==> src/source/mem_bus_pkg.sv <==
package mem_bus_pkg;

    localparam int NIBS_PER_WORD = 4;

    // nibble address, the word address is bits 19:2
    typedef logic [19:0] bus_addr_t;

    typedef logic [15:0] bus_word_t;

    typedef logic [1:0] word_offset_t;     // nibble position inside a word

    typedef enum logic [2:0]
    {
        ST_FLUSH,           // restart prefetch at the instruction address
        ST_FETCH_WORD,      // read strobe active for one prefetch word
        ST_CHECK_SIZE,      // hand out an opcode or read more
        ST_IDLE,            // wait for a CPU request
        ST_READ,            // read strobe active for one data word
        ST_READ_CHECK       // field complete or read the next word
    } seq_state_e;

endpackage

==> src/source/saturn_isa_pkg.sv <==
package saturn_isa_pkg;

    localparam int MAX_OPCODE_NIBS = 21;    // LA with a full 16 digit constant
    localparam int DECODE_NIBS     = 5;     // enough leading nibbles to size any opcode

    typedef logic [3:0] nibble_t;

    // length of an opcode in nibbles
    typedef logic [4:0] op_len_t;

    typedef logic [4*MAX_OPCODE_NIBS-1:0] opcode_t;    // first fetched nibble in bits 3:0

    // field boundary as a nibble index inside a 64 bit register
    typedef logic [3:0] field_t;

    typedef logic [63:0] field_data_t;

    // leading nibble classes that pick the length rule
    typedef enum logic [3:0]
    {
        GRP_0     = 4'h0,   // 0x and 0Exy
        GRP_1     = 4'h1,   // register moves and memory transfers
        GRP_LC    = 4'h3,   // load constant, second nibble gives the digit count
        GRP_8     = 4'h8,   // extended group, may need up to five nibbles
        GRP_FIXED = 4'hF    // length known from the first nibble alone
    } op_group_e;

endpackage
==> src/source/saturn_bus_ctrl.sv <==
`timescale 1ns/1ps

module saturn_bus_ctrl #(
    parameter int QUEUE_NIBS = 24       // at least MAX_OPCODE_NIBS + 3
) (
    input  logic                          clk_in,
    input  logic                          arst_n_i,
    input  mem_bus_pkg::bus_word_t        bus_data_i,
    output mem_bus_pkg::bus_addr_t        bus_addr_o,
    output logic                          bus_rd_n_o,
    input  mem_bus_pkg::bus_addr_t        ibus_addr_i,      // held while a flush is served
    input  logic                          ibus_flush_i,
    input  logic                          ibus_fetch_i,
    output saturn_isa_pkg::opcode_t       ibus_opcode_o,
    output saturn_isa_pkg::op_len_t       ibus_length_o,
    output mem_bus_pkg::bus_addr_t        ibus_opcode_addr_o,
    output logic                          ibus_ready_o,
    input  mem_bus_pkg::bus_addr_t        data_addr_i,
    input  saturn_isa_pkg::field_t        data_field_left_i,
    input  saturn_isa_pkg::field_t        data_field_right_i,
    input  logic                          data_read_i,
    output saturn_isa_pkg::field_data_t   data_o,
    output logic                          data_read_ready_o
);
    import mem_bus_pkg::*;

    logic      q_clear;
    bus_addr_t q_start_addr;
    logic      q_load;
    logic      q_pop;
    logic      have_opcode;
    logic      rd_start;
    logic      rd_load;
    logic      read_complete;

    bus_sequencer u_seq (
        .clk_in          (clk_in),
        .arst_n_i        (arst_n_i),
        .ibus_addr_i     (ibus_addr_i),
        .ibus_flush_i    (ibus_flush_i),
        .ibus_fetch_i    (ibus_fetch_i),
        .data_read_i     (data_read_i),
        .data_addr_i     (data_addr_i),
        .have_opcode_i   (have_opcode),
        .read_complete_i (read_complete),
        .bus_addr_o      (bus_addr_o),
        .bus_rd_n_o      (bus_rd_n_o),
        .q_clear_o       (q_clear),
        .q_start_addr_o  (q_start_addr),
        .q_load_o        (q_load),
        .q_pop_o         (q_pop),
        .rd_start_o      (rd_start),
        .rd_load_o       (rd_load)
    );

    prefetch_queue #(
        .QUEUE_NIBS (QUEUE_NIBS)
    ) u_queue (
        .clk_in        (clk_in),
        .arst_n_i      (arst_n_i),
        .clear_i       (q_clear),
        .start_addr_i  (q_start_addr),
        .load_i        (q_load),
        .word_i        (bus_data_i),
        .offset_i      (bus_addr_o[1:0]),
        .pop_i         (q_pop),
        .have_opcode_o (have_opcode),
        .opcode_o      (ibus_opcode_o),
        .length_o      (ibus_length_o),
        .opcode_addr_o (ibus_opcode_addr_o),
        .ready_o       (ibus_ready_o)
    );

    field_read_assembler u_field (
        .clk_in        (clk_in),
        .arst_n_i      (arst_n_i),
        .start_i       (rd_start),
        .field_left_i  (data_field_left_i),
        .field_right_i (data_field_right_i),
        .load_i        (rd_load),
        .word_i        (bus_data_i),
        .offset_i      (bus_addr_o[1:0]),
        .complete_o    (read_complete),
        .data_o        (data_o),
        .ready_o       (data_read_ready_o)
    );

endmodule

==> src/source/bus_sequencer.sv <==
`timescale 1ns/1ps

module bus_sequencer (
    input  logic                      clk_in,
    input  logic                      arst_n_i,
    input  mem_bus_pkg::bus_addr_t    ibus_addr_i,
    input  logic                      ibus_flush_i,
    input  logic                      ibus_fetch_i,
    input  logic                      data_read_i,
    input  mem_bus_pkg::bus_addr_t    data_addr_i,
    input  logic                      have_opcode_i,
    input  logic                      read_complete_i,
    output mem_bus_pkg::bus_addr_t    bus_addr_o,
    output logic                      bus_rd_n_o,
    output logic                      q_clear_o,
    output mem_bus_pkg::bus_addr_t    q_start_addr_o,
    output logic                      q_load_o,
    output logic                      q_pop_o,
    output logic                      rd_start_o,
    output logic                      rd_load_o
);
    import mem_bus_pkg::*;

    seq_state_e state_q;
    seq_state_e state_d;
    bus_addr_t  fetch_addr_q;   // unaligned only for the first word after a flush
    bus_addr_t  read_addr_q;
    logic       settle_q;       // a ready pulse is out, requests wait one cycle
    logic       data_phase;

    function automatic bus_addr_t next_word(input bus_addr_t addr);
        return {addr[19:2], 2'b00} + bus_addr_t'(NIBS_PER_WORD);
    endfunction

    assign data_phase     = (state_q == ST_READ) || (state_q == ST_READ_CHECK);
    assign bus_addr_o     = data_phase ? read_addr_q : fetch_addr_q;
    assign bus_rd_n_o     = !((state_q == ST_FETCH_WORD) || (state_q == ST_READ));
    assign q_clear_o      = (state_q == ST_FLUSH);
    assign q_start_addr_o = ibus_addr_i;
    assign q_load_o       = (state_q == ST_FETCH_WORD);
    assign q_pop_o        = (state_q == ST_CHECK_SIZE) && have_opcode_i;
    assign rd_start_o     = (state_q == ST_IDLE) && !ibus_flush_i && data_read_i && !settle_q;
    assign rd_load_o      = (state_q == ST_READ);

    always_comb
    begin
        state_d = state_q;
        case (state_q)
            ST_FLUSH:      state_d = ST_FETCH_WORD;
            ST_FETCH_WORD: state_d = ST_CHECK_SIZE;
            ST_CHECK_SIZE: state_d = have_opcode_i ? ST_IDLE : ST_FETCH_WORD;
            ST_IDLE:
            begin
                // flush wins over a data read, a data read over a fetch
                if (ibus_flush_i)
                    state_d = ST_FLUSH;
                else if (rd_start_o)
                    state_d = ST_READ;
                else if (ibus_fetch_i && !settle_q)
                    state_d = ST_CHECK_SIZE;
            end
            ST_READ:       state_d = ST_READ_CHECK;
            ST_READ_CHECK: state_d = read_complete_i ? ST_IDLE : ST_READ;
            default:       state_d = ST_FLUSH;
        endcase
    end

    always_ff @(posedge clk_in or negedge arst_n_i)
    begin
        if (!arst_n_i)
        begin
            state_q      <= ST_FLUSH;     // behave as flushed to ibus_addr_i
            settle_q     <= 1'b0;
            fetch_addr_q <= '0;
            read_addr_q  <= '0;
        end
        else
        begin
            state_q  <= state_d;
            settle_q <= q_pop_o || ((state_q == ST_READ_CHECK) && read_complete_i);
            if (q_clear_o)
                fetch_addr_q <= ibus_addr_i;
            else if (q_load_o)
                fetch_addr_q <= next_word(fetch_addr_q);
            if (rd_start_o)
                read_addr_q <= data_addr_i;
            else if (rd_load_o)
                read_addr_q <= next_word(read_addr_q);
        end
    end

endmodule

==> src/source/field_read_assembler.sv <==
`timescale 1ns/1ps

module field_read_assembler (
    input  logic                          clk_in,
    input  logic                          arst_n_i,
    input  logic                          start_i,
    input  saturn_isa_pkg::field_t        field_left_i,
    input  saturn_isa_pkg::field_t        field_right_i,
    input  logic                          load_i,
    input  mem_bus_pkg::bus_word_t        word_i,
    input  mem_bus_pkg::word_offset_t     offset_i,
    output logic                          complete_o,
    output saturn_isa_pkg::field_data_t   data_o,
    output logic                          ready_o
);
    import saturn_isa_pkg::*;
    import mem_bus_pkg::*;

    localparam int FIELD_NIBS = 16;

    nibble_t [FIELD_NIBS-1:0] gather_q;     // nibbles in read order, first at index 0
    nibble_t [FIELD_NIBS-1:0] gather_d;
    op_len_t                  count_q;
    op_len_t                  need_q;       // left - right + 1
    field_t                   right_q;
    logic                     busy_q;
    field_data_t              low_mask;
    field_data_t              aligned;

    assign complete_o = busy_q && (count_q >= need_q);
    assign low_mask   = ~(field_data_t'('1) << {need_q, 2'b00});
    assign aligned    = (gather_q & low_mask) << {right_q, 2'b00};

    always_comb
    begin
        gather_d = gather_q;
        for (int i = 0; i < NIBS_PER_WORD; i++)
        begin
            if ((i >= offset_i) && ((count_q + i - offset_i) < FIELD_NIBS))
                gather_d[count_q + i - offset_i] = word_i[4*i +: 4];
        end
    end

    always_ff @(posedge clk_in or negedge arst_n_i)
    begin
        if (!arst_n_i)
        begin
            busy_q  <= 1'b0;
            count_q <= '0;
            ready_o <= 1'b0;
        end
        else
        begin
            ready_o <= complete_o;
            if (start_i)
            begin
                busy_q  <= 1'b1;
                count_q <= '0;
            end
            else if (complete_o)
                busy_q <= 1'b0;
            else if (load_i)
                count_q <= count_q + (op_len_t'(NIBS_PER_WORD) - {3'b000, offset_i});
        end
    end

    always_ff @(posedge clk_in)
    begin
        if (start_i)
        begin
            right_q <= field_right_i;
            need_q  <= {1'b0, field_left_i} - {1'b0, field_right_i} + 5'd1;
        end
        if (load_i)
            gather_q <= gather_d;
        if (complete_o)
            data_o <= aligned;      // zero outside right..left
    end

endmodule

==> src/source/prefetch_queue.sv <==
`timescale 1ns/1ps

module prefetch_queue #(
    parameter int QUEUE_NIBS = 24
) (
    input  logic                         clk_in,
    input  logic                         arst_n_i,
    input  logic                         clear_i,
    input  mem_bus_pkg::bus_addr_t       start_addr_i,
    input  logic                         load_i,
    input  mem_bus_pkg::bus_word_t       word_i,
    input  mem_bus_pkg::word_offset_t    offset_i,
    input  logic                         pop_i,
    output logic                         have_opcode_o,
    output saturn_isa_pkg::opcode_t      opcode_o,
    output saturn_isa_pkg::op_len_t      length_o,
    output mem_bus_pkg::bus_addr_t       opcode_addr_o,
    output logic                         ready_o
);
    import saturn_isa_pkg::*;
    import mem_bus_pkg::*;

    nibble_t [QUEUE_NIBS-1:0] q_nibs;       // head opcode starts at index 0
    nibble_t [QUEUE_NIBS-1:0] load_nibs;
    op_len_t                  q_count;
    op_len_t                  load_count;   // nibbles taken from the incoming word
    op_len_t                  head_len;
    bus_addr_t                head_addr;    // address of q_nibs[0]
    opcode_t                  head_opcode;

    opcode_size_decoder u_size_dec (
        .head_i         (q_nibs[DECODE_NIBS-1:0]),
        .nibble_count_i (q_count),
        .length_o       (head_len)
    );

    assign have_opcode_o = (q_count >= 5'd2) && (head_len <= q_count);
    assign load_count    = op_len_t'(NIBS_PER_WORD) - {3'b000, offset_i};

    // append the word from its offset nibble upward
    always_comb
    begin
        load_nibs = q_nibs;
        for (int i = 0; i < NIBS_PER_WORD; i++)
        begin
            if (i >= offset_i)
                load_nibs[q_count + i - offset_i] = word_i[4*i +: 4];
        end
    end

    always_comb
    begin
        head_opcode = '0;
        for (int i = 0; i < MAX_OPCODE_NIBS; i++)
        begin
            if (i < head_len)
                head_opcode[4*i +: 4] = q_nibs[i];   // nibbles past the opcode read as zero
        end
    end

    always_ff @(posedge clk_in or negedge arst_n_i)
    begin
        if (!arst_n_i)
        begin
            q_count <= '0;
            ready_o <= 1'b0;
        end
        else
        begin
            ready_o <= pop_i;
            if (clear_i)
                q_count <= '0;
            else if (load_i)
                q_count <= q_count + load_count;
            else if (pop_i)
                q_count <= q_count - head_len;
        end
    end

    always_ff @(posedge clk_in)
    begin
        if (clear_i)
        begin
            q_nibs    <= '0;
            head_addr <= start_addr_i;
        end
        else if (load_i)
            q_nibs <= load_nibs;
        else if (pop_i)
        begin
            q_nibs        <= q_nibs >> {head_len, 2'b00};
            head_addr     <= head_addr + {15'd0, head_len};
            opcode_o      <= head_opcode;
            length_o      <= head_len;
            opcode_addr_o <= head_addr;
        end
    end

endmodule

==> src/source/opcode_size_decoder.sv <==
`timescale 1ns/1ps

module opcode_size_decoder (
    input  saturn_isa_pkg::nibble_t [saturn_isa_pkg::DECODE_NIBS-1:0] head_i,
    input  saturn_isa_pkg::op_len_t                                    nibble_count_i,
    output saturn_isa_pkg::op_len_t                                    length_o
);
    import saturn_isa_pkg::*;

    op_group_e group;
    nibble_t   op0;
    nibble_t   op1;
    nibble_t   op2;
    nibble_t   op3;
    nibble_t   op4;
    op_len_t   len_fixed;
    op_len_t   len_1;
    op_len_t   len_8_short;    // 8x sized from the second nibble only
    op_len_t   len_8_full;

    assign op0 = head_i[0];
    assign op1 = head_i[1];
    assign op2 = head_i[2];
    assign op3 = head_i[3];
    assign op4 = head_i[4];

    always_comb
    begin
        case (op0)
            4'h0:    group = GRP_0;
            4'h1:    group = GRP_1;
            4'h3:    group = GRP_LC;
            4'h8:    group = GRP_8;
            default: group = GRP_FIXED;
        endcase
    end

    always_comb
    begin
        case (op0)
            4'h4, 4'h5, 4'hA, 4'hB: len_fixed = 5'd3;
            4'h6, 4'h7:             len_fixed = 5'd4;     // GOTO and GOSUB
            4'h9:                   len_fixed = 5'd5;     // test with goyes
            default:                len_fixed = 5'd2;     // 2, C to F
        endcase
    end

    always_comb
    begin
        case (op1)
            4'h5, 4'h9, 4'hD: len_1 = 5'd4;
            4'hA, 4'hE:       len_1 = 5'd6;
            4'hB, 4'hF:       len_1 = 5'd7;
            default:          len_1 = 5'd3;
        endcase
    end

    always_comb
    begin
        case (op1)
            4'h2, 4'h4, 4'h5:                         len_8_short = 5'd3;
            4'h3, 4'h6, 4'h7, 4'h8, 4'h9, 4'hA, 4'hB: len_8_short = 5'd5;
            4'hC, 4'hE:                               len_8_short = 5'd6;  // GOLONG, GOSUBL
            4'hD, 4'hF:                               len_8_short = 5'd7;  // GOVLNG, GOSBVL
            default:                                  len_8_short = 5'd5;  // 80 and 81 need more
        endcase
    end

    always_comb
    begin
        len_8_full = len_8_short;
        if (op1 == 4'h0)
        begin
            case (op2)
                4'h8:
                begin
                    case (op3)
                        4'h0, 4'hF:             len_8_full = 5'd4;
                        4'h2:                   len_8_full = 5'd6 + {1'b0, op4};    // LA 8082n
                        4'h6, 4'h7, 4'hA, 4'hB: len_8_full = 5'd7;
                        default:                len_8_full = 5'd5;
                    endcase
                end
                4'hC, 4'hD, 4'hF: len_8_full = 5'd4;
                default:          len_8_full = 5'd3;
            endcase
        end
        else if (op1 == 4'h1)
        begin
            case (op2)
                4'h8, 4'hA: len_8_full = 5'd6;
                4'h9:       len_8_full = 5'd5;
                4'hB:       len_8_full = 5'd4;
                default:    len_8_full = 5'd3;
            endcase
        end
    end

    always_comb
    begin
        length_o = 5'd5;    // undecided, makes the queue wait for more nibbles
        if (nibble_count_i >= 5'd2)
        begin
            case (group)
                GRP_0:   length_o = (op1 == 4'hE) ? 5'd4 : 5'd2;
                GRP_1:   length_o = len_1;
                GRP_LC:  length_o = 5'd3 + {1'b0, op1};
                GRP_8:   length_o = (nibble_count_i >= 5'd4) ? len_8_full : len_8_short;
                default: length_o = len_fixed;
            endcase
        end
    end

endmodule

==> config.mk <==
export PLATFORM = sky130hd
export DESIGN_NAME = saturn_bus_ctrl
export DESIGN_NICKNAME = d
export VERILOG_FILES = /design/src/source/mem_bus_pkg.sv /design/src/source/saturn_isa_pkg.sv /design/src/source/saturn_bus_ctrl.sv /design/src/source/bus_sequencer.sv /design/src/source/field_read_assembler.sv /design/src/source/prefetch_queue.sv /design/src/source/opcode_size_decoder.sv
export SDC_FILE = /design/constraint.sdc
export NUM_CORES = 2
export LEC_CHECK = 0
export BUFFER_PORTS_ARGS = -buffer_cell sky130_fd_sc_hd__buf_2
export CORE_MARGIN = 2
export CORE_UTILIZATION = 46
export DETAILED_ROUTE_END_ITERATION = 16
export PLACE_DENSITY = 0.61
export SLEW_MARGIN = 20
export SYNTH_ARGS = -nofsm -noshare
export SYNTH_HDL_FRONTEND = slang
export SYNTH_SLANG_ARGS = --single-unit
==> constraint.sdc <==
create_clock -name clk_in -period 10.1 [get_ports clk_in]
set_clock_uncertainty 0.05 [all_clocks]
set_input_delay 0.505 -clock clk_in [delete_from_list [all_inputs] [get_ports clk_in]]
set_output_delay 0.505 -clock clk_in [all_outputs]
set_load 0.01 [all_outputs]
==> results.yml <==
route:
  first_pass_iters: 9
  via_per_inst: 6.53
  drtAntennaViolNets: 0
  drc: 0
  wl_per_cell_um: 28.0
  wl_mm: 141
  num_vias: 32900
  drt_iter0_markers: 5033
finish:
  multiInputGateArea_mm2: 0.0205
  layout-drive-gt1-share_pct: 14.2
  final_util_pct: 51.4
  area_growth_pct: 10.4
  final_common_cell: "nand2_1"
  fin_nets: 4189
  fillerInstances: 6922
  seq_area_mm2: 0.0114
  layout_common_cells: "nand2_1 (498), nor2_1 (439), mux2i_1 (385)"
  fin_cells: 5036
  design_area_mm2: 0.0368
floorplanning:
  rows: 98
  dieWidth_um: 273
  io_pins: 265
  die_h_um: 273
  start_util_pct: 46.5
  die_area_mm2: 0.0746
  core-area_mm2: 0.0716
global_route:
  grt_usage_pct: 36.5
  grt_pass1_vias: 30100
  overflow: 0
  grt_pass1_wl_mm: 204
  grt_max_degree: 88
  antenna_found_initial: 10
power_and_ir_drop:
  p_int_w: 0.00700
  ir_drop_mv: 0.236
  switching_share_pct: 54.6
  p_per_area_mw_per_mm2: 418
  p_leak_nw: 14.6
  p_comb_share_pct: 66.2
  switching_power_w: 0.00840
  seqPwrFrac_pct: 21.7
  clkPwrFrac_pct: 12.1
place:
  dp_hpwl_mm: 98.6
  dp_cells: 4940
  place_area_mm2: 0.0351
  portBuffers: 264
  globalplace.congestion: 1.06
timing:
  fmaxAchievable_mhz: 144
  hold_viol_final: 0
  fin_tns_setup_ns: 0
  finalSetupViolCount: 0
  post-route-period-util_pct: 68.9
  slew_violations: 0
  max_slew_margin_pct: 12.2
  rsz0062_at_grt: "false"
  worst_pin_slew_ns: 1.31
  period_needed_ns: 6.96
flow_run:
  drv_cap: 0
critical_path:
  cp_slowest_cell: "dfrtp_1"
  setup.worst_path.class: "reg -> reg"
  worstPathArrival_ns: 7.42
  path_cells: "inv_1, ha_1, and3_1, a311o_1, or2_1, nor2_4, inv_2, ha_1, nand2b_1, a21o_1, a21o_1, a21o_1, a21oi_1, or2_2, buf_4, inv_1, nor2_1, o2bb2ai_1, a2bb2oi_1, nor2b_1, mux2_2"
  timing.critical_path.mode_cell: "a21o_1"
  critPathRequiredTime_ns: 10.56
  critPathMaxStageDelay_ns: 0.88
  critPathMaxFanout: 38
  worst_setup_path_end_kind: "flip-flop"
  setup.worst_path.start_class: "flip-flop"
logic_synthesis:
  synth_top_flop_cell: "edfxtp_1"
  seq_area_frac_synth_pct: 34.2
  ys_ff_latch: 422
  postSynthNetCount: 4116
  syn_inst: 3969
  synthArstFlopShare_pct: 13.5
  syn_area_per_cell_um2: 8.40
  synth.cell_area_mm2: 0.0333
  yosysUniqueCellTypes: 90
  synth-edff-count: 266
  yosysWarnings: 0
cts:
  cts_tree: "yes"
  clk_latency_ns: 0.63
  clock-root-buffer: "clkbuf_16"
  postCtsResizedCells: 0
  cts_sinks: 422
  htreeDepth: 2
  clkSlewWorstSetupHoldPaths_ns: 0.06
  cts_buffers: 49
  cts_max_path_buffers: 3
hold_path:
  min_path_type: "in -> reg"
status:
  status: "finished, final reports clean"
layout make-up:
class,instances,area share (%)
Antenna cell,3,0.0204
Clock inverter,37,1.03
Multi-Input combinational cell,3176,55.8
Inverter,76,0.789
Timing Repair Buffer,317,4.69
Clock buffer,55,3.45
Tap cell,950,3.23
Sequential cell,422,31.0
cell families (layout without fill, tap and decap cells):
family	after synthesis	after routing	share of synthesized area, %
buffers and inverters	371	485	4.36
AO/OA/AOI/OAI	1084	1084	20.5
other	0	3	0
XOR/XNOR	88	88	2.31
adder cells (fa/ha/maj)	78	78	3.22
flip-flops	422	422	34.2
multiplexers	525	525	16.3
AND/OR/NAND/NOR	1401	1401	19.1
repair_timing:
item	in CTS	in global routing
hold endpoints to repair	4	0
setup buffers	0	0
hold buffers	1	0
per-stage QoR:
step | hold WS (ns) | power (W) | setup slack, ns
after CTS | 0.0179 | 0.0149 | 3.33
after floorplan | 0.159 | 0.00983 | 2.98
after detailed placement | 0.401 | 0.0130 | 3.34
after global placement | 0.401 | 0.0129 | 3.46
after global routing | 0.0434 | 0.0160 | 2.75
final | 0.0292 | 0.0154 | 3.14
state kept, by name (all words and copies together), names as in the netlist, 20 cells and up:
signal	cells
u_queue.q_nibs	96
u_field.data_o	64
u_queue.head_addr	20
u_queue.opcode_o	84
u_field.gather_q	64
u_seq.fetch_addr_q	20
u_queue.opcode_addr_o	20
u_seq.read_addr_q	20
power by group through the flow:
stage          clock, W  combinational, W  sequential [W]
6_report        0.00187            0.0102         0.00334
5_1_grt         0.00194            0.0107         0.00336
4_1_cts         0.00188           0.00970         0.00329
3_5_place_dp          0           0.00966         0.00332
3_3_place_gp          0           0.00963         0.00332
2_1_floorplan         0           0.00687         0.00296
Yosys cell counts (all sizes together) (65+ instances only):
cell type,n,share of area [%]
dfxtp,99,5.9
and2,82,1.5
ha,65,2.4
o211ai,69,1.6
clkbuf,227,2.6
o21ai,297,4.5
nand2,499,5.6
a21oi,308,4.6
nor2,444,5.0
mux2,140,4.7
buf,68,0.94
edfxtp,266,24
nand3,83,1.2
a211oi,70,1.6
inv,71,0.81
mux2i,385,12
nor2b,74,1.4
critical path, delay by kind of cell (launching register included):
kind,cells,cell delay (ns)
AO/OA/AOI/OAI,7,1.45
adder cells (fa/ha/maj),2,0.72
buffers and inverters,4,1.61
flip-flops,1,0.88
multiplexers,1,0.28
AND/OR/NAND/NOR,7,1.86
final timing paths:
check                           slack, ns                 start                           endpoint  depth (start not counted)
worst min-delay path                 0.03        data_addr_i[0]               u_seq.read_addr_q[0]                          3
min in group asynchronous            0.54              arst_n_i              u_seq.read_addr_q[19]                          3
worst min register to register       0.41  u_queue.head_addr[2]           u_queue.opcode_addr_o[2]                          0
worst max-delay path                 3.14    u_queue.q_count[2]  u_queue.u_size_dec.len_8_short[1]                         21
max in group asynchronous            8.97              arst_n_i              u_seq.fetch_addr_q[9]                          3
worst max register to register       3.14    u_queue.q_count[2]  u_queue.u_size_dec.len_8_short[1]                         21
per-layer routing:
layer  wire length, um  track usage, %
met4              7840            16.0
met5                94               0
met1             57300            51.0
met3             19700            12.0
met2             56100            50.9
Power figures use the tool's default switching activity.
